$ cat src/source/ahb_pkg.sv
package ahb_pkg;

    // Bus word types
    typedef logic [31:0] addr_t;
    typedef logic [31:0] data_t;
    typedef logic [1:0]  htrans_t;

    typedef logic [7:0] sram_index_t;   // Address bits 9:2
    typedef logic [2:0] reg_index_t;    // Address bits 4:2

    localparam htrans_t trans_idle   = 2'b00;
    localparam htrans_t trans_nonseq = 2'b10;

    // Address map
    localparam addr_t sram_base    = 32'h0010_0000;
    localparam addr_t sram_limit   = 32'h0020_0000;
    localparam addr_t apb_base     = 32'h0020_0000;
    localparam addr_t apb_limit    = 32'h0100_0000;
    localparam addr_t apb_reg_span = 32'h0000_0020;

    typedef enum logic [1:0] {
        master_idle,
        master_request,
        master_address,
        master_data
    } master_state_t;

    typedef enum logic {
        cpu_priority,
        dma_priority
    } arb_state_t;

    typedef enum logic [1:0] {
        bridge_idle,
        bridge_setup,
        bridge_access
    } bridge_state_t;

endpackage
$ cat src/source/ahb_decoder.sv
module ahb_decoder import ahb_pkg::*; (
    input  logic    clk,
    input  logic    reset,
    input  addr_t   haddr,
    input  htrans_t htrans,
    output logic    hready,
    output logic    hsel_sram,
    output logic    hsel_apb,
    input  data_t   sram_hrdata,
    input  data_t   apb_hrdata,
    input  logic    sram_hreadyout,
    input  logic    apb_hreadyout,
    input  logic    sram_hresp,
    input  logic    apb_hresp,
    output data_t   hrdata,
    output logic    hresp
);

    logic transfer;
    logic unmapped;
    logic data_sram;     // Data phase owners
    logic data_apb;
    logic data_default;

    assign transfer  = (htrans == trans_nonseq);
    assign hsel_sram = (haddr >= sram_base) && (haddr < sram_limit);
    assign hsel_apb  = (haddr >= apb_base) && (haddr < apb_limit);
    assign unmapped  = !hsel_sram && !hsel_apb;

    always_ff @(posedge clk or posedge reset) begin
        if (reset) begin
            data_sram    <= 1'b0;
            data_apb     <= 1'b0;
            data_default <= 1'b0;
        end else if (hready) begin
            data_sram    <= hsel_sram && transfer;
            data_apb     <= hsel_apb && transfer;
            data_default <= unmapped && transfer;  // Default slave takes it
        end
    end

    // Response mux
    always_comb begin
        hready = 1'b1;
        hrdata = '0;
        hresp  = 1'b0;
        if (data_sram) begin
            hready = sram_hreadyout;
            hrdata = sram_hrdata;
            hresp  = sram_hresp;
        end else if (data_apb) begin
            hready = apb_hreadyout;
            hrdata = apb_hrdata;
            hresp  = apb_hresp;
        end else if (data_default) begin
            hresp = 1'b1;  // One-cycle error
        end
    end

endmodule

$ cat config.mk
export PLATFORM = sky130hd
export DESIGN_NAME = ahb_decoder
export DESIGN_NICKNAME = d
export VERILOG_FILES = /design/src/source/ahb_pkg.sv /design/src/source/ahb_decoder.sv
export SDC_FILE = /design/constraint.sdc
export NUM_CORES = 1
export LEC_CHECK = 0
export ABC_AREA = 0
export BUFFER_PORTS_ARGS = -buffer_cell sky130_fd_sc_hd__buf_2
export CAP_MARGIN = 20
export CORE_AREA = 2 2 55 57
export CTS_CLUSTER_SIZE = 30
export DETAILED_ROUTE_END_ITERATION = 16
export DIE_AREA = 0 0 57 59
export HOLD_SLACK_MARGIN = 0.08
export MAX_ROUTING_LAYER = met4
export PLACE_DENSITY = 0.85
export SKIP_CTS_REPAIR_TIMING = 1
export SLEW_MARGIN = 20
export SYNTH_ARGS = -nofsm -noshare
export SYNTH_HDL_FRONTEND = slang
export SYNTH_SLANG_ARGS = --single-unit
$ cat constraint.sdc
create_clock -name clk -period 3.29 [get_ports clk]
set_clock_uncertainty 0.2 [all_clocks]
set_input_delay 0.329 -clock clk [delete_from_list [all_inputs] [get_ports clk]]
set_output_delay 0.329 -clock clk [all_outputs]
set_load 0.02 [all_outputs]
# == Word-level counts from Yosys, hierarchy flattened ==
# Index checks and enable logic that the tools add are counted.
# classes
n_lt_le_gt_ge,4
n_eq_ne,1
mux,7
n_reduce_logical,8
# op_table
operator,n
$mux 32,2
$ge 32x21->1 const B,1
$ge 32x22->1 const B,1
$lt 32x22->1 const B,1
$lt 32x25->1 const B,1
$logic_and 1x1->1,6
$mux 1,5
$eq 2x2->1 const B,1
$logic_not 1->1,2
# totals
ff_bits,3
out_inout_bits,36
word_cells,23

# == Depth between registers and ports, before layout ==
# Gate-level depths: netlist (run 1).
# logic_depth
word_depth,5
ltp_mapped,5
mapped_depth_nobuf,3

# == Worst setup path before layout (run 1) ==
# OpenSTA, ideal clock, no wires.
# synth_timing
kind,register -> output
startpoint,reg data_sram
endpoint,out hresp
arrival_time_ps,1181
t_required_ps,2761
slack_ps,1580
path_stages_with_launch,4
path_cell_list,dfrtp_1 buf_6 clkbuf_1 o21ai_0
# synth_between
elab_chain_len,1
# synth_rtl
item,line_no,source
start: declaration,ahb_decoder.sv:21,logic data_sram;
start signal: assignment,ahb_decoder.sv:36,data_sram <= hsel_sram && transfer;
$mux 1,ahb_decoder.sv:47,if (data_sram) begin
end: declaration,ahb_decoder.sv:16,output logic hresp
# Every way passes these cells.

# == Worst setup path in the final report (run 1) ==
# layout_timing
startpoint,reg data_sram
endpoint,out hready
# layout_between
elab_chain_len,1
# layout_rtl
item,line_no,source
$mux 1,ahb_decoder.sv:47,
end: declaration,ahb_decoder.sv:6,"output logic hready,"
# Every way passes these cells.

==> run summary, run 1 <==
STATUS
------------------------------------------------------------------------------
Result of the run                                                    completed

CRITICAL PATH
------------------------------------------------------------------------------
Startpoint class of the critical path                                     flop
CP Cell Sequence                                                  buf_4 > nor2b_4 > or2_1 > inv_1 > buf_2
Worst endpoint data arrival time                                       1.83 ns
Destination of the critical timing path                                 hready
Critical Path Source                                                 data_sram
Gate family responsible for the most delay along the worst path     flip-flops
Critical path buffer and inverter count                                      3
Total number of cells along the worst setup path                             5
Capturing point of the worst reg2reg path                         data_default
Launching point of the worst reg2reg path                            data_sram
Classification of the worst setup path                              reg -> out
Maximum fanout count along the critical path                                22
Setup slack of the most critical reg-to-reg path                       1.45 ns
Cell type of the slowest stage on the worst timing path           sky130_fd_sc_hd__dfrtp_1
Crit path required time                                                2.76 ns
Worst path max stage delay                                             0.67 ns
Type of destination of the critical path                           output port
Cells on worst reg2reg path                                                  4

SYNTHESIS
------------------------------------------------------------------------------
Seq/Total Area, Yosys                                                    13.2%
Distinct cell type count after synthesis                                    22
Post-synthesis register bit count                                            3
Total nets after synthesis                                                 169
Mean instance size in the synthesized netlist                        8.74 um^2
Number of warnings printed during yosys synthesis                            0
Number of instances in the synthesized netlist                              65
Cell area after technology mapping                                    568 um^2

CLOCK NETWORK
------------------------------------------------------------------------------
Clk buf depth                                                                2
Count of clock tree sinks                                                    3
Inserted Clock Buffers                                                       3
CTS clock-pin slew for the worst setup and hold paths                  0.04 ns
Clock latency reported for the late side of the worst-skew pair        0.24 ns
H-tree lvl count                                                             1
CTS tree                                                                   yes
Buffer cell driving the clock tree root                           sky130_fd_sc_hd__clkbuf_4

GLOBAL ROUTE
------------------------------------------------------------------------------
Overall routing resource usage                                           13.7%
Vias in the first global route                                             904
Antenna violations before repair                                             0
Pin count of the biggest net entering global routing                        29
Grt ovf                                                                      0
First-pass GRT wire length                                             3620 um

DIE
------------------------------------------------------------------------------
Overall die height                                                       59 um
Boundary Pins                                                              140
Std cell rows                                                               19
Die Wd                                                                   57 um
Effective utilization at floorplan                                       21.0%
Die Footprint                                                        3360 um^2
Area inside the core boundary                                        2710 um^2

STA
------------------------------------------------------------------------------
Final setup violation count                                                  0
Final hold violation count                                                   0
Peak Freq                                                              424 MHz
Tmin final                                                             2.36 ns
Slew Limit Headroom                                                      64.5%
Smallest hold slack                                                   0.169 ns
Unrepaired setup endpoints after global routing                          false
Fin crit share                                                           71.7%
Worst-Margin Slew                                                     0.532 ns
Pins Over Slew Limit                                                         0
Final sum of negative setup slack                                         0 ns

POWER
------------------------------------------------------------------------------
Ratio of total power to cell area                                  134 nW/um^2
Peak supply drop                                                      0.111 mV
Part of the power in combinational logic                                 35.8%
Design internal power                                                   122 uW
Overall power after layout                                              163 uW
Switching fraction of total power                                        25.1%
Switching power summed over all nets                                   40.8 uW
Clock share of power                                                     40.8%
Leakage power total                                                0.000764 uW
Register share of total power                                            23.5%

DRT
------------------------------------------------------------------------------
Vias per cell                                                             4.78
Per-cell routed wire length                                            12.1 um
Routed vias                                                              1,022
Violation count after the first detailed-route iteration                    48
DRC                                                                          0
Length of the first detailed-routing pass in iterations                      4
Total Wirelength                                                       2590 um
Count of nets left with antenna violations after detail routing              0

LAYOUT
------------------------------------------------------------------------------
Number of cells in the finished layout apart from fillers                  214
Commonest non-fill, non-tap cell in the layout                    sky130_fd_sc_hd__buf_2
Most used cells in the layout excluding fill and tap cells        sky130_fd_sc_hd__buf_2, sky130_fd_sc_hd__a22o_1, sky130_fd_sc_hd__inv_1, sky130_fd_sc_hd__clkbuf_4, sky130_fd_sc_hd__dfrtp_1
N_diodes                                                                     0
Fraction of layout cells with a size suffix above 1                      69.9%
Layout net count                                                           288
Area Growth Syn to Fin                                                    114%

PLACE
------------------------------------------------------------------------------
Final GP Congestion                                                      0.767
Number of cells after detailed placement                                   209
Placed wire-length estimate after detailed placement                   2230 um
Number of port buffers                                                     119

MIN PATH
------------------------------------------------------------------------------
Class of the tightest hold or removal check                          in -> reg

JOB
------------------------------------------------------------------------------
Number of max-cap violations                                                 0

## cell type report
cell class | count | area [um^2]
Inverter | 3 | 11.3
Multi-Input combinational cell | 51 | 442
Timing Repair Buffer | 122 | 621
Tap cell | 31 | 38.8
Sequential cell | 3 | 75.1
Fill cell | 291 | 1500
Clock buffer | 4 | 26.3
## worst min path at each step
stage                          from      endpoint  slack, ns  cells after the start
after global placement        reset     data_sram     -0.004                      2
final                     haddr[20]     data_sram       0.17                      2
after floorplan               reset      data_apb      -0.12                      1
after CTS                     reset  data_default      -0.25                      2
after global routing      haddr[20]     data_sram       0.18                      2
after detailed placement      reset      data_apb      0.005                      2
## routing by layer
| layer | share of wire, % | vias to the layer above | global-route usage [%] |
|---|---|---|---|
| met4 | 0.73 | 0 | 5.65 |
| met5 | 0 | - | - |
| li1 | - | 506 | - |
| met2 | 55 | 66 | 27.9 |
| met3 | 12 | 2 | 2.62 |
| met1 | 33 | 448 | 12.3 |
## power groups by stage
| stage | logic [uW] | clock network, uW | registers [uW] |
|---|---|---|---|
| floorplan | 6.75 | 0 | 38.5 |
| global placement | 55.7 | 0 | 38.7 |
| detailed placement | 57.4 | 0 | 38.6 |
| CTS | 57.8 | 68.9 | 38.2 |
| global route | 64.0 | 69.5 | 38.2 |
| finish | 58.2 | 66.3 | 38.2 |
## cells by family after synthesis
logic type      Yosys count  share of synthesized area, %
compound gates           36                          55.3
simple gates             14                          20.3
buf+inv                  11                          9.47
flops                     3                          13.2
mux                       1                          1.76
## flip-flops by register name, indices dropped and copies added, names as in the netlist
| signal | cells |
|---|---|
| data_default | 1 |
| data_sram | 1 |
| data_apb | 1 |
## per-stage QoR
| step | util, % | setup WS [ns] | cell area (um^2) |
|---|---|---|---|
| after floorplan | - | 1.58 | 568 |
| after global placement | 43.4 | 1.15 | 1180 |
| after detailed placement | 43.4 | 1.16 | 1180 |
| after CTS | 44.4 | 0.897 | 1200 |
| after global routing | 44.8 | 0.809 | 1210 |
| final | 44.8 | 0.932 | 1210 |
## synth_stat cells
cell | number | area, um^2
sky130_fd_sc_hd__nand3_1 | 1 | 5.00
sky130_fd_sc_hd__inv_1 | 3 | 11.3
sky130_fd_sc_hd__buf_2 | 4 | 20.0
sky130_fd_sc_hd__nand2_1 | 1 | 3.75
sky130_fd_sc_hd__a32o_1 | 1 | 10.0
sky130_fd_sc_hd__clkbuf_1 | 3 | 11.3
sky130_fd_sc_hd__dfrtp_1 | 3 | 75.1
sky130_fd_sc_hd__nor3b_2 | 1 | 12.5
sky130_fd_sc_hd__nor4_1 | 2 | 12.5
sky130_fd_sc_hd__and2_1 | 2 | 12.5
sky130_fd_sc_hd__buf_6 | 1 | 11.3
sky130_fd_sc_hd__or2_1 | 1 | 6.26
sky130_fd_sc_hd__a41o_1 | 1 | 10.0
sky130_fd_sc_hd__nor4b_4 | 1 | 23.8
sky130_fd_sc_hd__nor2b_4 | 1 | 13.8
sky130_fd_sc_hd__and3_1 | 1 | 6.26
sky130_fd_sc_hd__nor2b_1 | 1 | 6.26
sky130_fd_sc_hd__nor3_1 | 1 | 5.00
sky130_fd_sc_hd__mux2i_1 | 1 | 10.0
sky130_fd_sc_hd__o21ai_0 | 1 | 5.00
sky130_fd_sc_hd__or4_1 | 1 | 7.51
sky130_fd_sc_hd__a22o_1 | 33 | 289
Power figures use the tool's default switching activity.
==> inputs of run 2 (changes only) <==
- CORE_AREA: 2 2 55 57 -> 2 2 54 56
- DIE_AREA: 0 0 57 59 -> 0 0 56 58
- PLACE_DENSITY: 0.85 -> 0.88
- clock period: 3.29 -> 2.5 ns (I/O delays scaled with it)
==> run 2 against run 1 <==
Compared with the run above:
- sequential power increased by 32%
- final area increased by 1.0%
- flip-flop and latch count unchanged
- cell count increased by 1.4%
- via count decreased by 2.4%
- clock power increased by 27%
- critical path depth decreased by 2
- combinational power increased by 34%
- critical path type unchanged
- largest cell class unchanged
==> run summary, run 2 (synthesis gave the netlist of run 1 again) <==
STATUS
------------------------------------------------------------------------------
Result of the run                                                    completed   unchanged

DIE
------------------------------------------------------------------------------
Std cell rows                                                               19   unchanged
Boundary Pins                                                              140   unchanged
Area inside the core boundary                                        2660 um^2   was 2710 um^2
Effective utilization at floorplan                                       21.3%   was 21.0%
Overall die height                                                       58 um   was 59 um
Die Footprint                                                        3250 um^2   was 3360 um^2
Die Wd                                                                   56 um   was 57 um

CLOCK NETWORK
------------------------------------------------------------------------------
H-tree lvl count                                                             1   unchanged
Count of clock tree sinks                                                    3   unchanged
Clock latency reported for the late side of the worst-skew pair        0.23 ns   was 0.24 ns
Clk buf depth                                                                2   unchanged
Inserted Clock Buffers                                                       3   unchanged
CTS clock-pin slew for the worst setup and hold paths                  0.04 ns   about the same
Buffer cell driving the clock tree root                           sky130_fd_sc_hd__clkbuf_4   unchanged
CTS tree                                                                   yes   unchanged

CRITICAL PATH
------------------------------------------------------------------------------
Classification of the worst setup path                              reg -> out   unchanged
Worst path max stage delay                                             0.60 ns   was 0.67 ns
Setup slack of the most critical reg-to-reg path                       0.95 ns   was 1.45 ns
Type of destination of the critical path                           output port   unchanged
CP Cell Sequence                                                  buf_4 > a22o_1 > buf_2   was buf_4 > nor2b_4 > or2_1 > inv_1 > buf_2
Cell type of the slowest stage on the worst timing path           sky130_fd_sc_hd__dfrtp_1   unchanged
Startpoint class of the critical path                                     flop   unchanged
Worst endpoint data arrival time                                       1.52 ns   was 1.83 ns
Crit path required time                                                2.05 ns   was 2.76 ns
Maximum fanout count along the critical path                                25   was 22

GLOBAL ROUTE
------------------------------------------------------------------------------
Pin count of the biggest net entering global routing                        26   was 29
Grt ovf                                                                      0   unchanged
Overall routing resource usage                                           15.3%   was 13.7%
Antenna violations before repair                                             2   was 0
First-pass GRT wire length                                             3770 um   was 3620 um
Vias in the first global route                                             846   was 904

STA
------------------------------------------------------------------------------
Fin crit share                                                           78.6%
Unrepaired setup endpoints after global routing                          false   unchanged
Pins Over Slew Limit                                                         0   unchanged
Final hold violation count                                                   0   unchanged
Smallest hold slack                                                   0.103 ns   was 0.169 ns
Worst-Margin Slew                                                     0.431 ns   was 0.532 ns
Final sum of negative setup slack                                         0 ns   unchanged
Slew Limit Headroom                                                      71.2%   was 64.5%
Peak Freq                                                              509 MHz
Final setup violation count                                                  0   unchanged
Tmin final                                                             1.97 ns

PLACE
------------------------------------------------------------------------------
Final GP Congestion                                                      0.722   was 0.767
Number of port buffers                                                     119   unchanged
Number of cells after detailed placement                                   210   was 209
Placed wire-length estimate after detailed placement                   2370 um   was 2230 um

DRT
------------------------------------------------------------------------------
Vias per cell                                                             4.59   was 4.78
Per-cell routed wire length                                            12.6 um   was 12.1 um
Routed vias                                                                997   was 1,022
Length of the first detailed-routing pass in iterations                      4   unchanged
Total Wirelength                                                       2740 um   was 2590 um
Count of nets left with antenna violations after detail routing              0   unchanged
DRC                                                                          0   unchanged
Violation count after the first detailed-route iteration                    53   was 48

LAYOUT
------------------------------------------------------------------------------
Number of cells in the finished layout apart from fillers                  217   was 214
Commonest non-fill, non-tap cell in the layout                    sky130_fd_sc_hd__buf_2   unchanged
Core occupancy in the finished layout                                    46.1%   was 44.8%
Top flop regs                                                     data_apb x1, data_default x1, data_sram x1   unchanged
Number of inserted filler cells in the final layout                        290   was 291
Layout net count                                                           289   was 288
Most used cells in the layout excluding fill and tap cells        sky130_fd_sc_hd__buf_2, sky130_fd_sc_hd__a22o_1   was sky130_fd_sc_hd__buf_2, sky130_fd_sc_hd__a22o_1, sky130_fd_sc_hd__inv_1, sky130_fd_sc_hd__clkbuf_4, sky130_fd_sc_hd__dfrtp_1
Area Growth Syn to Fin                                                    116%   was 114%
Fraction of layout cells with a size suffix above 1                      70.1%   was 69.9%

POWER
------------------------------------------------------------------------------
Overall power after layout                                              212 uW   was 163 uW
Leakage power total                                                0.000770 uW   was 0.000764 uW
Peak supply drop                                                      0.247 mV   was 0.111 mV
Ratio of total power to cell area                                  173 nW/um^2   was 134 nW/um^2

JOB
------------------------------------------------------------------------------
Number of max-cap violations                                                 0   unchanged

MIN PATH
------------------------------------------------------------------------------
Class of the tightest hold or removal check                          in -> reg   unchanged

[run 2: cell count changes in the layout (fill, tap and decap cells not counted), sizes merged]
cell   before  now
diode       0    2
buf       121  122
[run 2: path summary, 6_finish.rpt]
| kind | from | endpoint | cells past startpoint |
|---|---|---|---|
| max | data_sram | hrdata[23] | 3 |
| min in group asynchronous | reset | data_default | 3 |
| max reg2reg | data_sram | data_default | 3 |
| min | haddr[20] | data_sram | 2 |
| min reg2reg | data_default | data_default | 1 |
| max in group asynchronous | reset | data_sram | 3 |
[run 2: layout make-up]
cell class,instances,area (um^2),area share [%]
sequential,3,75.1,6.12
inverter,3,11.3,0.918
antenna,2,5.00,0.408
tap,31,38.8,3.16
multi-input combinational,51,442,36.0
clock buffer,4,26.3,2.14
timing repair buffer,123,628,51.2
[run 2: metrics by stage]
stage | cell area [um^2] | setup WS [ns]
global route | 1230 | 0.397
floorplan | 568 | 0.869
finish | 1230 | 0.534
CTS | 1210 | 0.498
detailed placement | 1180 | 0.746
global placement | 1180 | 0.763
[run 2: metal layers]
metal	GRT usage (%)	wire length, um	up-vias
li1	-	-	514
met1	14.9	941	415
met2	26.7	1340	66
met3	8.26	445	2
met4	4.08	13	0
met5	-	0	-
[run 2: power by group]
part	total (uW)	internal (uW)	leakage, uW	switching (uW)
logic	77.8	50.9	0.000714	26.9
clock network	84.3	59.8	0.0000150	24.6
registers	50.4	49.7	0.0000408	0.666
[run 2: critical path, delay by kind of cell, from the launching register on]
kind / cells / cell delay (ns)
DFF: 1 / 0.60
buffers and inverters: 2 / 0.50
AOI/OAI and AO/OA: 1 / 0.19
==> inputs of run 3 (changes only) <==
- ABC_AREA: 0 -> 1
- CORE_AREA: 2 2 54 56 -> unset
- CORE_ASPECT_RATIO: unset -> 1.25
- CORE_UTILIZATION: unset -> 21
- DIE_AREA: 0 0 56 58 -> unset
- PLACE_DENSITY: 0.88 -> 0.84
- clock period: 2.5 -> 1.8 ns (I/O delays scaled with it)
==> run 3 against run 2 <==
Compared with the run above:
- register-to-register slack worse by 0.53 ns
- total power up 45%
- non-clock buffer count unchanged
- sequential share of layout area is 0.35 points lower
- critical path depth is 1 higher
- global-route usage shrank 1.4 points
- area after synthesis is 14% higher
- flip-flop and latch count stayed put
- final area is 7.8% higher
- routed wire length down 7.2%
==> run summary, run 3 <==
SYNTHESIS
------------------------------------------------------------------------------
Number of instances in the synthesized netlist                              83   was 65
Most used flip-flop cell after synthesis                          sky130_fd_sc_hd__dfrtp_1   unchanged
Total nets after synthesis                                                 187   was 169
Cell taking the most area after synthesis                         sky130_fd_sc_hd__a22o_1   unchanged
Distinct cell type count after synthesis                                    17   was 22
Mux contribution to synthesized area                                        0%   was 1.76%
Post-synthesis register bit count                                            3   unchanged
Most frequently used cell type in the post-synthesis netlist      sky130_fd_sc_hd__a22o_1   unchanged
Fraction of the mapped netlist area in simple logic gates                24.1%   was 20.3%
Area share of the leading cell type in the synthesized netlist           43.2%   was 50.9%
Compound-Gate Fraction of Synth Area                                     45.9%   was 55.3%
Fraction of registers with async set/reset                                100%   unchanged
Cell area after technology mapping                                    649 um^2   was 568 um^2
Xor and xnor fraction of the mapped netlist area                            0%   unchanged
Count of flip-flops with a built-in enable after synthesis                   0   unchanged
Leading cell types by total area after synthesis                  sky130_fd_sc_hd__a22o_1, sky130_fd_sc_hd__dfrtp_1, sky130_fd_sc_hd__buf_8   was sky130_fd_sc_hd__a22o_1, sky130_fd_sc_hd__dfrtp_1, sky130_fd_sc_hd__nor4b_4
List of most frequent post-synthesis cells                        sky130_fd_sc_hd__a22o_1, sky130_fd_sc_hd__nand2_1, sky130_fd_sc_hd__nor2_1   was sky130_fd_sc_hd__a22o_1, sky130_fd_sc_hd__buf_2, sky130_fd_sc_hd__clkbuf_1, sky130_fd_sc_hd__dfrtp_1, sky130_fd_sc_hd__inv_1
Number of warnings printed during yosys synthesis                            0   unchanged
Seq/Total Area, Yosys                                                    11.6%   was 13.2%
Mean instance size in the synthesized netlist                        7.82 um^2   was 8.74 um^2
Main combinational cell family by area after synthesis            compound AO/OA/AOI/OAI gates   unchanged
Adder-cell share of the synthesized area                                    0%   unchanged

GLOBAL ROUTE
------------------------------------------------------------------------------
Pin count of the biggest net entering global routing                        34   was 26
First-pass GRT wire length                                             3440 um   was 3770 um
Overall routing resource usage                                           13.9%   was 15.3%
Antenna violations before repair                                             0   was 2
Vias in the first global route                                             915   was 846
Grt ovf                                                                      0   unchanged

CLOCK NETWORK
------------------------------------------------------------------------------
CTS clock-pin slew for the worst setup and hold paths                  0.04 ns   about the same
CTS tree                                                                   yes   unchanged
Clock latency reported for the late side of the worst-skew pair        0.24 ns   was 0.23 ns
H-tree lvl count                                                             1   unchanged
Clk buf depth                                                                2   unchanged
Buffer cell driving the clock tree root                           sky130_fd_sc_hd__clkbuf_4   unchanged
Count of clock tree sinks                                                    3   unchanged
Inserted Clock Buffers                                                       3   unchanged

CRITICAL PATH
------------------------------------------------------------------------------
CP Cell Sequence                                                  inv_4 > nor2_8 > a22o_1 > buf_2   was buf_4 > a22o_1 > buf_2
Crit path required time                                                1.42 ns   was 2.05 ns
Critical path buffer and inverter count                                      2   unchanged
Worst path max stage delay                                             0.41 ns   was 0.60 ns
Cell type of the slowest stage on the worst timing path           sky130_fd_sc_hd__dfrtp_1   unchanged
Worst endpoint data arrival time                                       1.35 ns   was 1.52 ns
Critical Path Source                                                  data_apb   was data_sram
Startpoint class of the critical path                                     flop   unchanged
Gate family responsible for the most delay along the worst path     flip-flops   unchanged
Maximum fanout count along the critical path                                17   was 25
Type of destination of the critical path                           output port   unchanged
Classification of the worst setup path                              reg -> out   unchanged
Launching point of the worst reg2reg path                             data_apb   was data_sram

DIE
------------------------------------------------------------------------------
Die Footprint                                                        3320 um^2   was 3250 um^2
Die Wd                                                                 51.7 um   was 56 um
Effective utilization at floorplan                                       22.0%   was 21.3%
Area inside the core boundary                                        2950 um^2   was 2660 um^2
Std cell rows                                                               22   was 19
Boundary Pins                                                              140   unchanged
Overall die height                                                     64.2 um   was 58 um

DRT
------------------------------------------------------------------------------
Length of the first detailed-routing pass in iterations                      4   unchanged
Routed vias                                                              1,094   was 997
Per-cell routed wire length                                            10.6 um   was 12.6 um
Total Wirelength                                                       2540 um   was 2740 um
Count of nets left with antenna violations after detail routing              0   unchanged
DRC                                                                          0   unchanged
Violation count after the first detailed-route iteration                     8   was 53
Vias per cell                                                             4.56   was 4.59

PLACE
------------------------------------------------------------------------------
Final GP Congestion                                                      0.731   was 0.722
Number of cells after detailed placement                                   233   was 210
Placed wire-length estimate after detailed placement                   1990 um   was 2370 um
Number of port buffers                                                     119   unchanged

STA
------------------------------------------------------------------------------
Final setup violation count                                                  0   unchanged
Slew Limit Headroom                                                      81.6%   was 71.2%
Tmin final                                                             1.73 ns
Fin crit share                                                           96.1%
Final hold violation count                                                   0   unchanged
Pins Over Slew Limit                                                         0   unchanged
Worst-Margin Slew                                                     0.277 ns   was 0.431 ns
Peak Freq                                                              578 MHz
Unrepaired setup endpoints after global routing                           true   was false
Final sum of negative setup slack                                         0 ns   unchanged

JOB
------------------------------------------------------------------------------
Number of max-cap violations                                                 0   unchanged

STATUS
------------------------------------------------------------------------------
Result of the run                                                    completed   unchanged

MIN PATH
------------------------------------------------------------------------------
Class of the tightest hold or removal check                          in -> reg   unchanged
Hold_sp                                                           sram_hreadyout   was haddr[20]

POWER
------------------------------------------------------------------------------
Part of the power in combinational logic                                 37.8%   was 36.6%
Design internal power                                                   226 uW   was 160 uW
Peak supply drop                                                      0.167 mV   was 0.247 mV
Clock share of power                                                     39.5%   was 39.7%
Switching power summed over all nets                                   81.2 uW   was 52.1 uW
Switching fraction of total power                                        26.4%   was 24.5%
Leakage power total                                                0.000840 uW   was 0.000770 uW
Register share of total power                                            22.7%   was 23.7%
Ratio of total power to cell area                                  232 nW/um^2   was 173 nW/um^2

LAYOUT
------------------------------------------------------------------------------
Top flop regs                                                     data_apb x1, data_default x1, data_sram x1   unchanged
Layout net count                                                           309   was 289
Commonest non-fill, non-tap cell in the layout                    sky130_fd_sc_hd__buf_2   unchanged
N_diodes                                                                     0   was 2
Number of cells in the finished layout apart from fillers                  240   was 217
Area Growth Syn to Fin                                                    103%   was 116%
Fraction of layout cells with a size suffix above 1                      68.1%   was 70.1%
Most used cells in the layout excluding fill and tap cells        sky130_fd_sc_hd__buf_2, sky130_fd_sc_hd__a22o_1, sky130_fd_sc_hd__nand2_1   was sky130_fd_sc_hd__buf_2, sky130_fd_sc_hd__a22o_1

==> run 3: worst min-delay path, delay by kind of cell <==
| kind | cells | cell delay [ns] |
|---|---|---|
| buffers and inverters | 2 | 0.11 |
| AND/OR/NAND/NOR | 1 | 0.09 |
| AO/OA/AOI/OAI | 1 | 0.07 |
==> run 3: path summary, 6_finish.rpt <==
path / end / slack, ns / depth (start not counted)
max: hrdata[22] / 0.07 / 4
max reg2reg: data_default / 0.42 / 7
min reg2reg: data_default / 0.29 / 2
max in group asynchronous: data_sram / 1.12 / 3
min: data_sram / 0.05 / 4
min in group asynchronous: data_sram / 0.14 / 3
==> run 3: layout make-up <==
cell class	count	area, um^2
multi-input cells	63	475
inverters	11	45.0
well taps	36	45.0
repair buffers	123	653
clock buffers	4	26.3
fillers	328	1620
flip-flops and latches	3	76.3
==> run 3: logic make-up (layout without fill, tap and decap cells) <==
family	after synthesis	count (layout)
compound gates	35	35
flops	3	3
buf+inv	18	138
simple gates	27	28
==> run 3: through the flow <==
stage	hold slack (ns)	cell area (um^2)	total power (uW)	utilization, %	worst slack (ns)
3_5_place_dp	-0.152	1230	184	41.7	0.193
4_1_cts	-0.410	1250	311	42.6	-0.0695
5_1_grt	0.0864	1320	331	44.9	-0.0190
3_3_place_gp	-0.154	1230	181	41.7	0.191
2_1_floorplan	-0.266	649	90.9	-	0.212
6_report	0.0512	1320	307	44.9	0.0708
==> run 3: layer usage <==
layer	up-vias	wire length, um	track usage (%)
li1	544	-	-
met1	472	872	11.9
met2	76	1390	28.4
met3	2	274	2.38
met4	0	8	5.07
met5	-	0	-
==> run 3: power groups by stage <==
stage / sequential (uW) / combinational, uW / clock (uW)
3_3_place_gp: 70.5 / 110 / 0
4_1_cts: 69.7 / 114 / 128
6_report: 69.7 / 116 / 121
2_1_floorplan: 70.3 / 20.6 / 0
3_5_place_dp: 70.5 / 113 / 0
5_1_grt: 69.7 / 127 / 134
