### config.mk
export PLATFORM = sky130hd
export DESIGN_NAME = ahb_master
export DESIGN_NICKNAME = d
export VERILOG_FILES = /design/src/source/ahb_pkg.sv /design/src/source/ahb_master.sv
export SDC_FILE = /design/constraint.sdc
export NUM_CORES = 1
export LEC_CHECK = 0
export ABC_AREA = 1
export ABC_CLOCK_PERIOD_IN_PS = 3900
export BUFFER_PORTS_ARGS = -buffer_cell sky130_fd_sc_hd__buf_4
export CELL_PAD_IN_SITES_DETAIL_PLACEMENT = 0
export CELL_PAD_IN_SITES_GLOBAL_PLACEMENT = 2
export CORE_ASPECT_RATIO = 0.7
export CORE_UTILIZATION = 27
export CTS_CLUSTER_DIAMETER = 40
export CTS_CLUSTER_SIZE = 16
export DETAILED_ROUTE_END_ITERATION = 7
export GPL_TIMING_DRIVEN = 1
export PLACE_DENSITY = 0.9
export SLEW_MARGIN = 25
export SYNTH_ARGS = -nofsm -noshare
export SYNTH_HDL_FRONTEND = slang
export SYNTH_SLANG_ARGS = --single-unit
### constraint.sdc
create_clock -name clk -period 3.9 [get_ports clk]
set_input_delay 0.78 -clock clk [delete_from_list [all_inputs] [get_ports clk]]
set_output_delay 0.78 -clock clk [all_outputs]
set_load 0.05 [all_outputs]
### src/source/ahb_pkg.sv
package ahb_pkg;

    // Bus word types
    typedef logic [31:0] addr_t;
    typedef logic [31:0] data_t;
    typedef logic [1:0]  htrans_t;

    typedef logic [7:0] sram_index_t;   // Address bits 9:2
    typedef logic [2:0] reg_index_t;    // Address bits 4:2

    localparam htrans_t trans_idle   = 2'b00;
    localparam htrans_t trans_nonseq = 2'b10;

    // Address map
    localparam addr_t sram_base    = 32'h0010_0000;
    localparam addr_t sram_limit   = 32'h0020_0000;
    localparam addr_t apb_base     = 32'h0020_0000;
    localparam addr_t apb_limit    = 32'h0100_0000;
    localparam addr_t apb_reg_span = 32'h0000_0020;

    typedef enum logic [1:0] {
        master_idle,
        master_request,
        master_address,
        master_data
    } master_state_t;

    typedef enum logic {
        cpu_priority,
        dma_priority
    } arb_state_t;

    typedef enum logic [1:0] {
        bridge_idle,
        bridge_setup,
        bridge_access
    } bridge_state_t;

endpackage
### src/source/ahb_master.sv
module ahb_master import ahb_pkg::*; (
    input  logic    clk,
    input  logic    reset,
    input  logic    start,
    input  addr_t   addr,
    input  logic    write,
    input  data_t   wdata,
    output logic    done,
    output data_t   rdata,
    output logic    error,
    output logic    busy,
    input  logic    grant,
    output logic    req,
    output addr_t   haddr,
    output htrans_t htrans,
    output logic    hwrite,
    output data_t   hwdata,
    input  logic    hready,
    input  data_t   hrdata,
    input  logic    hresp
);

    master_state_t state;
    addr_t         addr_q;
    logic          write_q;
    data_t         wdata_q;
    logic          take_cmd;
    logic          finish;

    assign take_cmd = (state == master_idle) && start && !busy;
    assign finish   = (state == master_data) && hready;

    always_ff @(posedge clk or posedge reset) begin
        if (reset) begin
            state <= master_idle;
            done  <= 1'b0;
            error <= 1'b0;
        end else begin
            done <= 1'b0;
            case (state)
                master_idle:    if (take_cmd) state <= master_request;
                master_request: if (grant && hready) state <= master_address;
                master_address: if (hready) state <= master_data;  // Address accepted
                master_data: begin
                    if (hready) begin
                        state <= master_idle;
                        done  <= 1'b1;
                        error <= hresp;
                    end
                end
                default: state <= master_idle;
            endcase
        end
    end

    // Command and read data registers
    always_ff @(posedge clk) begin
        if (take_cmd) begin
            addr_q  <= addr;
            write_q <= write;
            wdata_q <= wdata;
        end
        if (finish) rdata <= hrdata;
    end

    assign busy   = (state != master_idle) || done;  // Covers the done cycle too
    assign req    = (state != master_idle);
    assign haddr  = addr_q;
    assign htrans = (state == master_address) ? trans_nonseq : trans_idle;
    assign hwrite = write_q;
    assign hwdata = wdata_q;   // Held through the whole data phase

endmodule

# Word level (Yosys, flattened, before mapping)
# Cells that the tools add are included.
[totals]
regBits = 101
in_bits = 103
elab_cells = 32
[classes]
eq_ne = 7
mux = 8
reduce_logical = 10
[op_table]
columns = ["op", "n"]
rows = [
  ["$mux W2", 5],
  ["$ne A2 B2 Y1 const B", 4],
  ["$pmux W2 S4", 1],
  ["$eq A2 B2 Y1 const B", 2],
  ["$logic_and A1 B1 Y1", 4],
  ["$reduce_and A4 Y1", 1],
  ["$eq A2 B1 Y1 const B", 1],
  ["$logic_not A2 Y1", 1],
  ["$mux W1", 2],
  ["$reduce_and A2 Y1", 1],
  ["$reduce_bool A2 Y1", 1],
  ["$logic_not A1 Y1", 1],
  ["$logic_or A1 B1 Y1", 1],
]

# Longest topological paths before layout
# Gate-level depths: netlist of the first run.
[depth]
depth_word = 6
depth_mapped = 8
depth_no_buf = 8

# Least setup slack after synthesis of the first run
# No wires, ideal clock.
[synth_path]
path_type = "register to register"
start = "register state[0]"
end = "register addr_q[0], in the netlist haddr[0] (enable)"
setup_time_ns = 0.436
arrival_time_ns = 2.845
t_required_ns = 3.464
slack_ns = 0.619
path_stages_with_launch = 6
period_less_slack_ns = 3.281
path_cell_list = "dfrtp_1 inv_1 ha_1 inv_2 or2_4 nor2_2"
[synth_between]
elab_chain_len = 4
word_cells_on_any_way = 6
[synth_rtl]
columns = ["element", "line", "text"]
rows = [
  ["start, declared", "ahb_master.sv:23", "master_state_t state;"],
  ["start signal, assigned", "ahb_master.sv:35", "state <= master_idle;"],
  ["start signal, assigned", "ahb_master.sv:41", "master_idle: if (take_cmd) state <= master_request;"],
  ["start signal, assigned", "ahb_master.sv:42", "master_request: if (grant && hready) state <= master_address;"],
  ["$reduce_bool A2 Y1", "n/a", ""],
  ["net req", "ahb_master.sv:13", "output logic req,"],
  ["$logic_or A1 B1 Y1", "ahb_master.sv:66", "assign busy = (state != master_idle) || done;"],
  ["net busy", "ahb_master.sv:11", "output logic busy,"],
  ["$logic_not A1 Y1", "ahb_master.sv:30", "assign take_cmd = (state == master_idle) && start && !busy;"],
  ["$logic_and A1 B1 Y1", "ahb_master.sv:30", ""],
  ["net take_cmd", "ahb_master.sv:27", "logic take_cmd;"],
  ["end signal, assigned", "ahb_master.sv:59", "addr_q <= addr;"],
  ["end, declared", "ahb_master.sv:24", "addr_t addr_q;"],
]
# The timed path passes the listed nets, and every way through them passes these cells.
# A chain may end at the register's enable or synchronous reset.

# Worst setup path after layout of the first run
[layout_path]
start = "register state[0]"
end = "register addr_q[31], in the netlist haddr[31] (enable)"
[layout_between]
elab_chain_len = 4
word_cells_on_any_way = 6
[layout_rtl]
columns = ["element", "line"]
rows = [
  ["$reduce_bool A2 Y1", "ahb_master.sv:66"],
  ["$logic_or A1 B1 Y1", "ahb_master.sv:66"],
  ["$logic_not A1 Y1", "ahb_master.sv:30"],
  ["$logic_and A1 B1 Y1 *", "ahb_master.sv:30"],
  ["net take_cmd", "ahb_master.sv:27"],
]
# The timed path passes the listed nets; every way through them passes the cells marked *.

==> run_summary.xml, run 1 <==
<?xml version="1.0" encoding="UTF-8"?>
<metrics>
  <group name="run_status">
    <metric name="run_status" unit="">finished clean</metric>
  </group>
  <group name="timing">
    <metric name="finalSetupViolations" unit="">0</metric>
    <metric name="slew-limit-headroom" unit="%">54.9</metric>
    <metric name="postLayoutSetupSlackWorst" unit="ns">1.47</metric>
    <metric name="post-route-period-util" unit="%">62.2</metric>
    <metric name="grt_setup_unrepaired" unit="">false</metric>
    <metric name="drv_slew" unit="">0</metric>
    <metric name="fin_worst_skew" unit="ns">0.00546</metric>
    <metric name="max_freq" unit="MHz">412</metric>
    <metric name="totalNegativeSetupSlack" unit="ns">0</metric>
    <metric name="finalCriticalPeriod" unit="ns">2.43</metric>
    <metric name="final_hold_viol_count" unit="">0</metric>
    <metric name="worst_pin_slew" unit="ns">0.675</metric>
  </group>
  <group name="routing">
    <metric name="routedWlPerCell" unit="microns">14.2</metric>
    <metric name="route.final.wire_length" unit="mm">7.22</metric>
    <metric name="num_vias" unit="">1990</metric>
    <metric name="drt_pass1_iterations" unit="">4</metric>
    <metric name="post_drt_via_cell_ratio" unit="">3.91</metric>
    <metric name="postRouteAntennaNets" unit="">0</metric>
    <metric name="drt-initial-drc-count" unit="">70</metric>
    <metric name="drcViolationCount" unit="">0</metric>
  </group>
  <group name="clocking">
    <metric name="clock_sinks" unit="">101</metric>
    <metric name="cts_htree_levels" unit="">3</metric>
    <metric name="ctsResizeCount" unit="">0</metric>
    <metric name="worstSkewPairLatency" unit="ns">0.33</metric>
    <metric name="tritoncts" unit="">built</metric>
    <metric name="ctsLongestPathBuffers" unit="">2</metric>
    <metric name="post_cts.repair.setup_buffers" unit="">0</metric>
    <metric name="tritoncts.num_buffers" unit="">9</metric>
    <metric name="clk_pin_slew_worst_paths" unit="ns">0.07</metric>
    <metric name="number_of_buffers_inserted_for_hold_repair_after_clock_tree_synthesis" unit="">0</metric>
    <metric name="clockRootBuffer" unit="">sky130_fd_sc_hd__clkbuf_16</metric>
  </group>
  <group name="die">
    <metric name="floorplan.die_area" unit="sq um">12300</metric>
    <metric name="die_span_in_y" unit="microns">93.2</metric>
    <metric name="initial_core_util" unit="%">28.4</metric>
    <metric name="pin_count" unit="">206</metric>
    <metric name="fp.coreArea" unit="sq um">11300</metric>
    <metric name="row_count" unit="">32</metric>
    <metric name="die_width" unit="microns">132</metric>
  </group>
  <group name="logic_synthesis">
    <metric name="avgSynthCellArea" unit="sq um">23.6</metric>
    <metric name="synth-warning-count" unit="">0</metric>
    <metric name="synth.net_count" unit="">244</metric>
    <metric name="part_of_the_yosys_area_used_for_sequential_elements" unit="%">93.9</metric>
    <metric name="ys_types" unit="">14</metric>
    <metric name="ys_seq_elements" unit="">101</metric>
    <metric name="synth.cell_area" unit="sq um">3210</metric>
    <metric name="syn_inst" unit="">136</metric>
  </group>
  <group name="setup_path">
    <metric name="critPathRequiredTime" unit="ns">3.87</metric>
    <metric name="timing.critical_path.arrival" unit="ns">2.40</metric>
    <metric name="highest_delay_cell_along_the_critical_path" unit="">sky130_fd_sc_hd__buf_4</metric>
    <metric name="crit_path_cell_trace" unit="">inv_1 &gt; ha_1 &gt; inv_2 &gt; or2_4 &gt; nor2_4 &gt; buf_4</metric>
    <metric name="setup.reg_to_reg.worst_slack" unit="ns">1.47</metric>
    <metric name="cpPeakStageDelay" unit="ns">0.59</metric>
    <metric name="critical_path_class" unit="">register to register</metric>
    <metric name="cp_max_fo" unit="">47</metric>
    <metric name="end_kind" unit="">register</metric>
    <metric name="worst_setup_path_start_kind" unit="">register</metric>
  </group>
  <group name="placed_design">
    <metric name="portBuffers" unit="">204</metric>
    <metric name="detailedPlacementHpwl" unit="mm">5.67</metric>
    <metric name="place_worst_setup_slack" unit="ns">1.43</metric>
    <metric name="gp_congestion" unit="">0.747</metric>
    <metric name="detailed_place.area" unit="sq um">4940</metric>
  </group>
  <group name="grt">
    <metric name="first_global_vias" unit="">2057</metric>
    <metric name="gr-usage-all-layers" unit="%">12.0</metric>
    <metric name="pin_count_of_the_biggest_net_entering_global_routing" unit="">48</metric>
    <metric name="antenna_violations_before_repair" unit="">0</metric>
    <metric name="grt-ovfl-total" unit="">0</metric>
    <metric name="grt_first_pass_wirelength" unit="mm">10.9</metric>
  </group>
  <group name="layout">
    <metric name="finalNetCount" unit="">459</metric>
    <metric name="syn_to_layout_area_delta" unit="%">62.8</metric>
    <metric name="fillCellCount" unit="">1003</metric>
    <metric name="antenna_cells_inserted" unit="">0</metric>
    <metric name="finalInstanceArea" unit="sq um">5220</metric>
    <metric name="post_route_cells_drive_above_1_share" unit="%">63.8</metric>
  </group>
  <group name="power_and_ir_drop">
    <metric name="p_per_area" unit="nW/um^2">684</metric>
    <metric name="p_total" unit="mW">3.57</metric>
    <metric name="power.static_leakage" unit="nW">2.21</metric>
    <metric name="vdd_drop_max" unit="mV">0.262</metric>
  </group>
  <group name="worst_hold_path">
    <metric name="worstHoldPathType" unit="">input pin to asynchronous set/reset pin</metric>
  </group>
  <group name="job">
    <metric name="total_of_max_cap_violations" unit="">0</metric>
  </group>
</metrics>
[sequential cells by signal (all words and copies together) (netlist names)]
| signal | cells |
|---|---|
| hwrite | 1 |
| haddr | 32 |
| error | 1 |
| done | 1 |
| state | 2 |
| rdata | 32 |
| hwdata | 32 |
[cells in the mapped netlist]
library cell	count	area share, %
sky130_fd_sc_hd__ha_1	5	1.9
sky130_fd_sc_hd__inv_1	7	0.82
sky130_fd_sc_hd__nand2_1	13	1.5
sky130_fd_sc_hd__inv_2	1	0.12
sky130_fd_sc_hd__edfxtp_1	97	91
sky130_fd_sc_hd__or2_4	1	0.27
sky130_fd_sc_hd__o21ai_2	1	0.27
sky130_fd_sc_hd__conb_1	1	0.12
sky130_fd_sc_hd__nor2_1	1	0.12
sky130_fd_sc_hd__or2_2	1	0.20
sky130_fd_sc_hd__nor2_2	1	0.20
sky130_fd_sc_hd__nand3_1	2	0.31
sky130_fd_sc_hd__buf_4	1	0.23
sky130_fd_sc_hd__dfrtp_1	4	3.1
[stage by stage]
step,instances,util [%],hold WS (ns)
floorplan,136,-,0.490
global placement,493,43.7,0.504
detailed placement,493,43.7,0.489
CTS,509,46.3,0.321
global route,509,46.3,0.327
finish,509,46.3,0.337
[cells by family (layout without fill, tap and decap cells)]
logic type	count (synthesis)	count (layout)	share of synthesized area, %
other	1	1	0.117
adders and majority gates	5	5	1.95
AOI/OAI and AO/OA	1	1	0.273
DFF	101	101	93.9
buffers and inverters	9	229	1.17
and+or+nand+nor	19	19	2.61
[layout make-up]
class                           instances  area [sq um]  share of cell area (%)
Multi-Input combinational cell         26           164                    3.14
Clock buffer                            9           225                    4.31
Tap cell                              153           191                    3.66
Clock inverter                          7          61.3                    1.17
Sequential cell                       101          3010                    57.7
Inverter                                8          30.0                   0.575
Timing Repair Buffer                  205          1540                    29.5
[cells in the final DEF, fill, tap and decap left out]
cell type	count
sky130_fd_sc_hd__buf_4	205
sky130_fd_sc_hd__edfxtp_1	97
sky130_fd_sc_hd__nand2_1	13
sky130_fd_sc_hd__clkbuf_16	9
sky130_fd_sc_hd__inv_1	6
sky130_fd_sc_hd__ha_1	5
sky130_fd_sc_hd__dfrtp_1	4
sky130_fd_sc_hd__inv_2	2
sky130_fd_sc_hd__nand3_1	2
sky130_fd_sc_hd__clkinv_4	2
sky130_fd_sc_hd__clkinv_2	2
sky130_fd_sc_hd__inv_6	2
sky130_fd_sc_hd__nor2_1	1
sky130_fd_sc_hd__o21ai_2	1
sky130_fd_sc_hd__or2_2	1
sky130_fd_sc_hd__or2_4	1
sky130_fd_sc_hd__nor2_4	1
sky130_fd_sc_hd__conb_1	1
sky130_fd_sc_hd__clkinv_8	1
[power breakdown]
group | switching (mW) | internal, mW | leakage, nW
clock network | 0.387 | 0.442 | 0.143
registers | 0.0618 | 1.44 | 0.943
logic | 0.901 | 0.345 | 1.12
total | 1.35 | 2.22 | 2.21
[routing by layer]
| layer | global-route usage (%) | vias to the layer above | part of all wire (%) |
|---|---|---|---|
| li1 | - | 936 | - |
| met1 | 14.2 | 921 | 40 |
| met2 | 18.8 | 125 | 47 |
| met3 | 6.40 | 8 | 11 |
| met4 | 3.74 | 0 | 1.1 |
| met5 | 0 | - | 0 |
[critical path: cells and delay by family (launching register included)]
family,cells,cell delay [ns]
flops,1,0.41
simple gates,2,0.67
fa+ha+maj,1,0.21
buf+inv,3,0.75
[worst paths after layout]
path | start | to | cells after the start
max in group asynchronous | reset | error | 2
min in group clk | error | error | 2
setup reg to reg | state[0] | haddr[31] | 6
setup / recovery | state[0] | haddr[31] | 6
hold / removal | reset | state[1] | 2
hold reg to reg | error | error | 2
No activity file was read; power rests on OpenSTA's default activity.
==> inputs of run 2 (changes only) <==
ABC_CLOCK_PERIOD_IN_PS = 2000   (was 3900)
CORE_UTILIZATION = 24   (was 27)
PLACE_DENSITY = 0.85   (was 0.9)
clock period = 2 ns   (was 3.9 ns; I/O delays follow)
==> run 2 against run 1 <==
  * Critical endpoint is now busy
  * Clock skew about the same
  * Largest power group unchanged
  * Largest cell class unchanged
  * First-iteration DRC count decreased by 7.1%
  * Final cell count increased by 2.2%
  * Via count increased by 2.4%
  * Cell area increased by 1.1%
  * Setup slack got worse by 1.4 ns
  * Die area increased by 12%
  * Register-to-register slack got worse by 1.2 ns
  * Clock-buffer cell count increased by 1
  * Sequential power increased by 95%
==> run_summary.xml, run 2 (synthesized netlist as in run 1, its figures left out) <==
<?xml version="1.0" encoding="UTF-8"?>
<metrics>
  <group name="routing">
    <metric name="drcViolationCount" unit="">0</metric>
    <metric name="route.final.wire_length" unit="mm">7.84</metric>
    <metric name="drt_pass1_iterations" unit="">4</metric>
    <metric name="num_vias" unit="">2037</metric>
    <metric name="routedWlPerCell" unit="microns">15.1</metric>
    <metric name="drt-initial-drc-count" unit="">65</metric>
    <metric name="postRouteAntennaNets" unit="">0</metric>
    <metric name="post_drt_via_cell_ratio" unit="">3.92</metric>
  </group>
  <group name="setup_path">
    <metric name="setup.reg_to_reg.worst_slack" unit="ns">0.27</metric>
    <metric name="timing.rr.start" unit="">state[1]</metric>
    <metric name="end_kind" unit="">primary output</metric>
    <metric name="worstReg2RegEnd" unit="">haddr[3]</metric>
    <metric name="timing.critical_path.arrival" unit="ns">1.50</metric>
    <metric name="critPathRequiredTime" unit="ns">1.60</metric>
    <metric name="critical_path_class" unit="">register to primary output</metric>
    <metric name="highest_delay_cell_along_the_critical_path" unit="">sky130_fd_sc_hd__dfrtp_1</metric>
    <metric name="cpPeakStageDelay" unit="ns">0.42</metric>
    <metric name="crit_path_cell_trace" unit="">inv_2 &gt; ha_4 &gt; inv_6 &gt; or2_4 &gt; buf_4</metric>
    <metric name="worst_setup_path_start_kind" unit="">register</metric>
    <metric name="cp_max_fo" unit="">4</metric>
    <metric name="worst_r2r_path_depth" unit="">6</metric>
  </group>
  <group name="run_status">
    <metric name="run_status" unit="">finished clean</metric>
  </group>
  <group name="layout">
    <metric name="post_layout_nonfiller_instances" unit="">520</metric>
    <metric name="syn_to_layout_area_delta" unit="%">64.6</metric>
    <metric name="antenna_cells_inserted" unit="">0</metric>
    <metric name="post_route_cells_drive_above_1_share" unit="%">63.7</metric>
    <metric name="mostFrequentLayoutCell" unit="">sky130_fd_sc_hd__buf_4</metric>
    <metric name="finalInstanceArea" unit="sq um">5280</metric>
    <metric name="post-route-util" unit="%">41.5</metric>
    <metric name="finalNetCount" unit="">462</metric>
    <metric name="mostFrequentLayoutCells" unit="">sky130_fd_sc_hd__buf_4, sky130_fd_sc_hd__edfxtp_1, sky130_fd_sc_hd__nand2_1, sky130_fd_sc_hd__clkbuf_16, sky130_fd_sc_hd__inv_1</metric>
  </group>
  <group name="placed_design">
    <metric name="detailed_place.area" unit="sq um">5010</metric>
    <metric name="placedCellCount" unit="">504</metric>
    <metric name="place_worst_setup_slack" unit="ns">0.279</metric>
    <metric name="gp_congestion" unit="">0.694</metric>
    <metric name="portBuffers" unit="">204</metric>
  </group>
  <group name="timing">
    <metric name="fin_worst_skew" unit="ns">0.00583</metric>
    <metric name="finalSetupViolations" unit="">0</metric>
    <metric name="post-route-period-util" unit="%">95.2</metric>
    <metric name="max_freq" unit="MHz">525</metric>
    <metric name="totalNegativeSetupSlack" unit="ns">0</metric>
    <metric name="drv_slew" unit="">0</metric>
    <metric name="grt_setup_unrepaired" unit="">false</metric>
    <metric name="finalCriticalPeriod" unit="ns">1.90</metric>
    <metric name="postLayoutSetupSlackWorst" unit="ns">0.0961</metric>
    <metric name="final_hold_viol_count" unit="">0</metric>
  </group>
  <group name="power_and_ir_drop">
    <metric name="power.static_leakage" unit="nW">2.21</metric>
    <metric name="vdd_drop_max" unit="mV">0.539</metric>
    <metric name="p_per_area" unit="nW/um^2">1340</metric>
  </group>
  <group name="die">
    <metric name="pin_count" unit="">206</metric>
    <metric name="fp.coreArea" unit="sq um">12700</metric>
    <metric name="floorplan.die_area" unit="sq um">13800</metric>
    <metric name="row_count" unit="">34</metric>
    <metric name="die_span_in_y" unit="microns">98.8</metric>
    <metric name="initial_core_util" unit="%">25.2</metric>
    <metric name="die_width" unit="microns">140</metric>
  </group>
  <group name="worst_hold_path">
    <metric name="worst_hold_path.num_cells" unit="">1</metric>
    <metric name="hold-path-endpoint" unit="">rdata[10]</metric>
    <metric name="worstHoldPathType" unit="">input pin to register</metric>
    <metric name="min-delay-start" unit="">hrdata[10]</metric>
  </group>
  <group name="grt">
    <metric name="first_global_vias" unit="">2185</metric>
    <metric name="antenna_violations_before_repair" unit="">0</metric>
    <metric name="gr-usage-all-layers" unit="%">11.5</metric>
    <metric name="pin_count_of_the_biggest_net_entering_global_routing" unit="">38</metric>
    <metric name="grt-ovfl-total" unit="">0</metric>
    <metric name="grt_first_pass_wirelength" unit="mm">11.7</metric>
  </group>
  <group name="clocking">
    <metric name="cts_htree_levels" unit="">3</metric>
    <metric name="tritoncts" unit="">built</metric>
    <metric name="clock_sinks" unit="">101</metric>
    <metric name="ctsLongestPathBuffers" unit="">2</metric>
    <metric name="clk_pin_slew_worst_paths" unit="ns">0.07</metric>
    <metric name="tritoncts.num_buffers" unit="">9</metric>
    <metric name="worstSkewPairLatency" unit="ns">0.33</metric>
    <metric name="clockRootBuffer" unit="">sky130_fd_sc_hd__clkbuf_16</metric>
  </group>
  <group name="job">
    <metric name="total_of_max_cap_violations" unit="">0</metric>
  </group>
</metrics>
run 2: cell count changes in the layout (fill, tap and decap cells not counted), sizes merged:
cell         before  now
clkinvlp          0    1
clkinv            5    3
buf             205  207
dlygate4sd3       0    1
clkbuf            9   10
inv              10    9
run 2: timing repair:
item,4_1_cts,5_1_grt
buffers inserted,0,0
hold buffers,1,0
hold endpoints to repair,4,0
gates resized for setup,0,0
run 2: worst max-delay path, delay by kind of cell (launching register included):
family / cells / cell delay (ns)
simple gates: 1 / 0.25
buf+inv: 3 / 0.33
flops: 1 / 0.42
fa+ha+maj: 1 / 0.17
run 2: worst max-delay path by stage:
stage / cells after the start / slack (ns) / end / start
2_1_floorplan: 5 / -0.47 / haddr[0] / state[1]
3_3_place_gp: 6 / 0.30 / haddr[24] / state[1]
3_5_place_dp: 6 / 0.28 / hwrite / state[1]
4_1_cts: 5 / 0.08 / busy / state[1]
5_1_grt: 5 / 0.02 / busy / state[1]
6_report: 5 / 0.1 / busy / state[1]
run 2: layout make-up:
type                    count  area [sq um]
clock inverters             5          37.5
repair buffers            208          1590
inverters                   8          35.0
flip-flops and latches    101          3010
multi-input cells          26           176
clock buffers              10           229
fillers                  1182          7440
well taps                 162           203
run 2: routing by layer:
layer  wire (microns)  vias up  global-route usage, %
li1                 -      941                      -
met1             3220      965                   13.6
met2             3640      119                   17.9
met3              866       12                   5.88
met4              110        0                   4.14
met5                0        -                      0
run 2: report_power, final:
group	switching (mW)	internal, mW
combinational	1.79	0.748
sequential	0.125	2.80
clock	0.749	0.843
total	2.67	4.39
run 2: stage by stage:
step	power [mW]	hold slack, ns
6_report	7.05	0.238
3_5_place_dp	5.54	0.315
2_1_floorplan	4.65	0.166
5_1_grt	7.35	0.210
4_1_cts	7.16	0.220
3_3_place_gp	5.51	0.309
==> inputs of run 3 (changes only) <==
CORE_MARGIN = 5   (was default)
==> run 3 against run 2 <==
  * Clock-buffer cell count down 1
  * Combinational power is essentially flat
  * Clock skew is essentially flat
  * Critical path depth stayed put
  * Cell area is 0.57% higher
  * Worst hold slack got worse by 0.0057 ns
  * Routed wire length grew 5.1%
  * Setup slack improved by 0.0014 ns
  * Clock power rose by 13%
  * Fmax about the same
  * Critical path type unchanged
  * Critical endpoint unchanged
  * Highest routed layer unchanged
==> run_summary.xml, run 3 (synthesized netlist as in run 1, its figures left out) <==
<?xml version="1.0" encoding="UTF-8"?>
<metrics>
  <group name="run_status">
    <metric name="run_status" unit="">finished clean</metric>
  </group>
  <group name="layout">
    <metric name="finalNetCount" unit="">461</metric>
    <metric name="fillCellCount" unit="">1198</metric>
    <metric name="mostFrequentLayoutCells" unit="">sky130_fd_sc_hd__buf_4, sky130_fd_sc_hd__edfxtp_1, sky130_fd_sc_hd__nand2_1, sky130_fd_sc_hd__clkbuf_16, sky130_fd_sc_hd__inv_1</metric>
    <metric name="antenna_cells_inserted" unit="">0</metric>
    <metric name="post_route_cells_drive_above_1_share" unit="%">64.2</metric>
    <metric name="mostFrequentLayoutCell" unit="">sky130_fd_sc_hd__buf_4</metric>
    <metric name="syn_to_layout_area_delta" unit="%">65.5</metric>
  </group>
  <group name="setup_path">
    <metric name="worst_setup_path_start_kind" unit="">register</metric>
    <metric name="worstReg2RegEnd" unit="">haddr[29]</metric>
    <metric name="critPathRequiredTime" unit="ns">1.60</metric>
    <metric name="cp_top_family" unit="">flip-flops</metric>
    <metric name="critical_path_class" unit="">register to primary output</metric>
    <metric name="cp_max_fo" unit="">4</metric>
    <metric name="crit_path_cell_trace" unit="">inv_2 &gt; ha_4 &gt; inv_6 &gt; or2_4 &gt; buf_4</metric>
    <metric name="cp-endpoint" unit="">busy</metric>
    <metric name="path_buf_inv" unit="">3</metric>
    <metric name="timing.rr.start" unit="">state[1]</metric>
    <metric name="timing.critical_path.arrival" unit="ns">1.50</metric>
    <metric name="cp.depth" unit="">5</metric>
    <metric name="end_kind" unit="">primary output</metric>
    <metric name="cpPeakStageDelay" unit="ns">0.42</metric>
    <metric name="crit_start" unit="">state[1]</metric>
    <metric name="setup.reg_to_reg.worst_slack" unit="ns">0.22</metric>
    <metric name="worst_r2r_path_depth" unit="">6</metric>
    <metric name="highest_delay_cell_along_the_critical_path" unit="">sky130_fd_sc_hd__dfrtp_1</metric>
  </group>
  <group name="job">
    <metric name="total_of_max_cap_violations" unit="">0</metric>
  </group>
  <group name="timing">
    <metric name="postLayoutSetupSlackWorst" unit="ns">0.0975</metric>
    <metric name="post-route-period-util" unit="%">95.1</metric>
    <metric name="max_freq" unit="MHz">526</metric>
    <metric name="grt_setup_unrepaired" unit="">false</metric>
    <metric name="hold_slack" unit="ns">0.232</metric>
    <metric name="final_hold_viol_count" unit="">0</metric>
    <metric name="finalCriticalPeriod" unit="ns">1.90</metric>
    <metric name="finalSetupViolations" unit="">0</metric>
    <metric name="drv_slew" unit="">0</metric>
    <metric name="fin_worst_skew" unit="ns">0.00573</metric>
  </group>
  <group name="die">
    <metric name="initial_core_util" unit="%">24.4</metric>
    <metric name="fp.coreArea" unit="sq um">13100</metric>
    <metric name="row_count" unit="">35</metric>
    <metric name="floorplan.die_area" unit="sq um">15800</metric>
    <metric name="die_width" unit="microns">148</metric>
    <metric name="die_span_in_y" unit="microns">107</metric>
    <metric name="pin_count" unit="">206</metric>
  </group>
  <group name="routing">
    <metric name="drcViolationCount" unit="">0</metric>
    <metric name="length_of_routed_wiring_on_met1" unit="mm">3.20</metric>
    <metric name="num_vias" unit="">2044</metric>
    <metric name="dr_wl_met2" unit="mm">3.90</metric>
    <metric name="drt-initial-drc-count" unit="">54</metric>
    <metric name="met3_routed_wl" unit="microns">971</metric>
    <metric name="postRouteAntennaNets" unit="">0</metric>
    <metric name="route.final.wire_length" unit="mm">8.23</metric>
    <metric name="routedWlPerCell" unit="microns">15.7</metric>
    <metric name="post_drt_via_cell_ratio" unit="">3.90</metric>
    <metric name="drt_pass1_iterations" unit="">4</metric>
    <metric name="route.top_layer_used" unit="">met4</metric>
  </group>
  <group name="clocking">
    <metric name="worstSkewPairLatency" unit="ns">0.34</metric>
    <metric name="tritoncts" unit="">built</metric>
    <metric name="clk_pin_slew_worst_paths" unit="ns">0.07</metric>
    <metric name="tritoncts.num_buffers" unit="">9</metric>
    <metric name="clock_sinks" unit="">101</metric>
    <metric name="clockRootBuffer" unit="">sky130_fd_sc_hd__clkbuf_16</metric>
    <metric name="post_cts.repair.setup_buffers" unit="">0</metric>
    <metric name="cts_htree_levels" unit="">3</metric>
    <metric name="ctsLongestPathBuffers" unit="">2</metric>
  </group>
  <group name="grt">
    <metric name="first_global_vias" unit="">2182</metric>
    <metric name="antenna_violations_before_repair" unit="">0</metric>
    <metric name="grt-ovfl-total" unit="">0</metric>
    <metric name="gr-usage-all-layers" unit="%">9.97</metric>
    <metric name="pin_count_of_the_biggest_net_entering_global_routing" unit="">66</metric>
    <metric name="grt_first_pass_wirelength" unit="mm">11.9</metric>
  </group>
  <group name="placed_design">
    <metric name="portBuffers" unit="">204</metric>
    <metric name="detailedPlacementHpwl" unit="mm">6.49</metric>
    <metric name="place_worst_setup_slack" unit="ns">0.218</metric>
    <metric name="gp_congestion" unit="">0.732</metric>
  </group>
  <group name="power_and_ir_drop">
    <metric name="power.static_leakage" unit="nW">2.23</metric>
    <metric name="vdd_drop_max" unit="mV">0.940</metric>
    <metric name="p_per_area" unit="nW/um^2">1360</metric>
    <metric name="p_total" unit="mW">7.23</metric>
  </group>
  <group name="worst_hold_path">
    <metric name="worst_hold_path.num_cells" unit="">1</metric>
    <metric name="worstHoldPathType" unit="">input pin to register</metric>
  </group>
</metrics>
[run 3: per-stage QoR]
step,cells,TNS [ns],util (%),cell area [sq um]
2_1_floorplan,136,-30.57,-,3230
3_3_place_gp,507,0,38.0,4990
3_5_place_dp,507,0,38.0,4990
4_1_cts,524,0,40.4,5310
5_1_grt,524,0,40.4,5310
6_report,524,0,40.4,5310
[run 3: metal layers]
layer | GRT usage, % | vias up
li1 | - | 939
met1 | 11.3 | 964
met2 | 15.9 | 124
met3 | 5.66 | 17
met4 | 3.36 | 0
met5 | 0 | -
[run 3: how the worst min path moves through the flow]
stage                    from          to  slack [ns]
floorplan               reset        done        0.17
global placement        reset    state[1]        0.31
detailed placement      reset        done        0.31
CTS                 wdata[15]  hwdata[15]        0.21
global route         addr[22]   haddr[22]        0.21
finish              wdata[27]  hwdata[27]        0.23
[run 3: area by class of cell]
type	instances	area, sq um	area share [%]
inverters	8	35.0	0.659
clock buffers	9	225	4.24
flip-flops and latches	101	3010	56.7
repair buffers	207	1570	29.5
well taps	166	208	3.91
clock inverters	7	86.3	1.63
multi-input cells	26	176	3.32
[run 3: power breakdown]
group          switching [mW]  internal, mW  total [mW]
clock network           0.793          1.00        1.79
registers               0.124          2.80        2.92
logic                    1.79         0.725        2.52
total                    2.71          4.52        7.23
[run 3: timing repair]
action	in CTS	in global routing
endpoints found under the hold margin	4	0
setup endpoints to repair	0	0
resized for setup	0	0
hold buffers	1	0
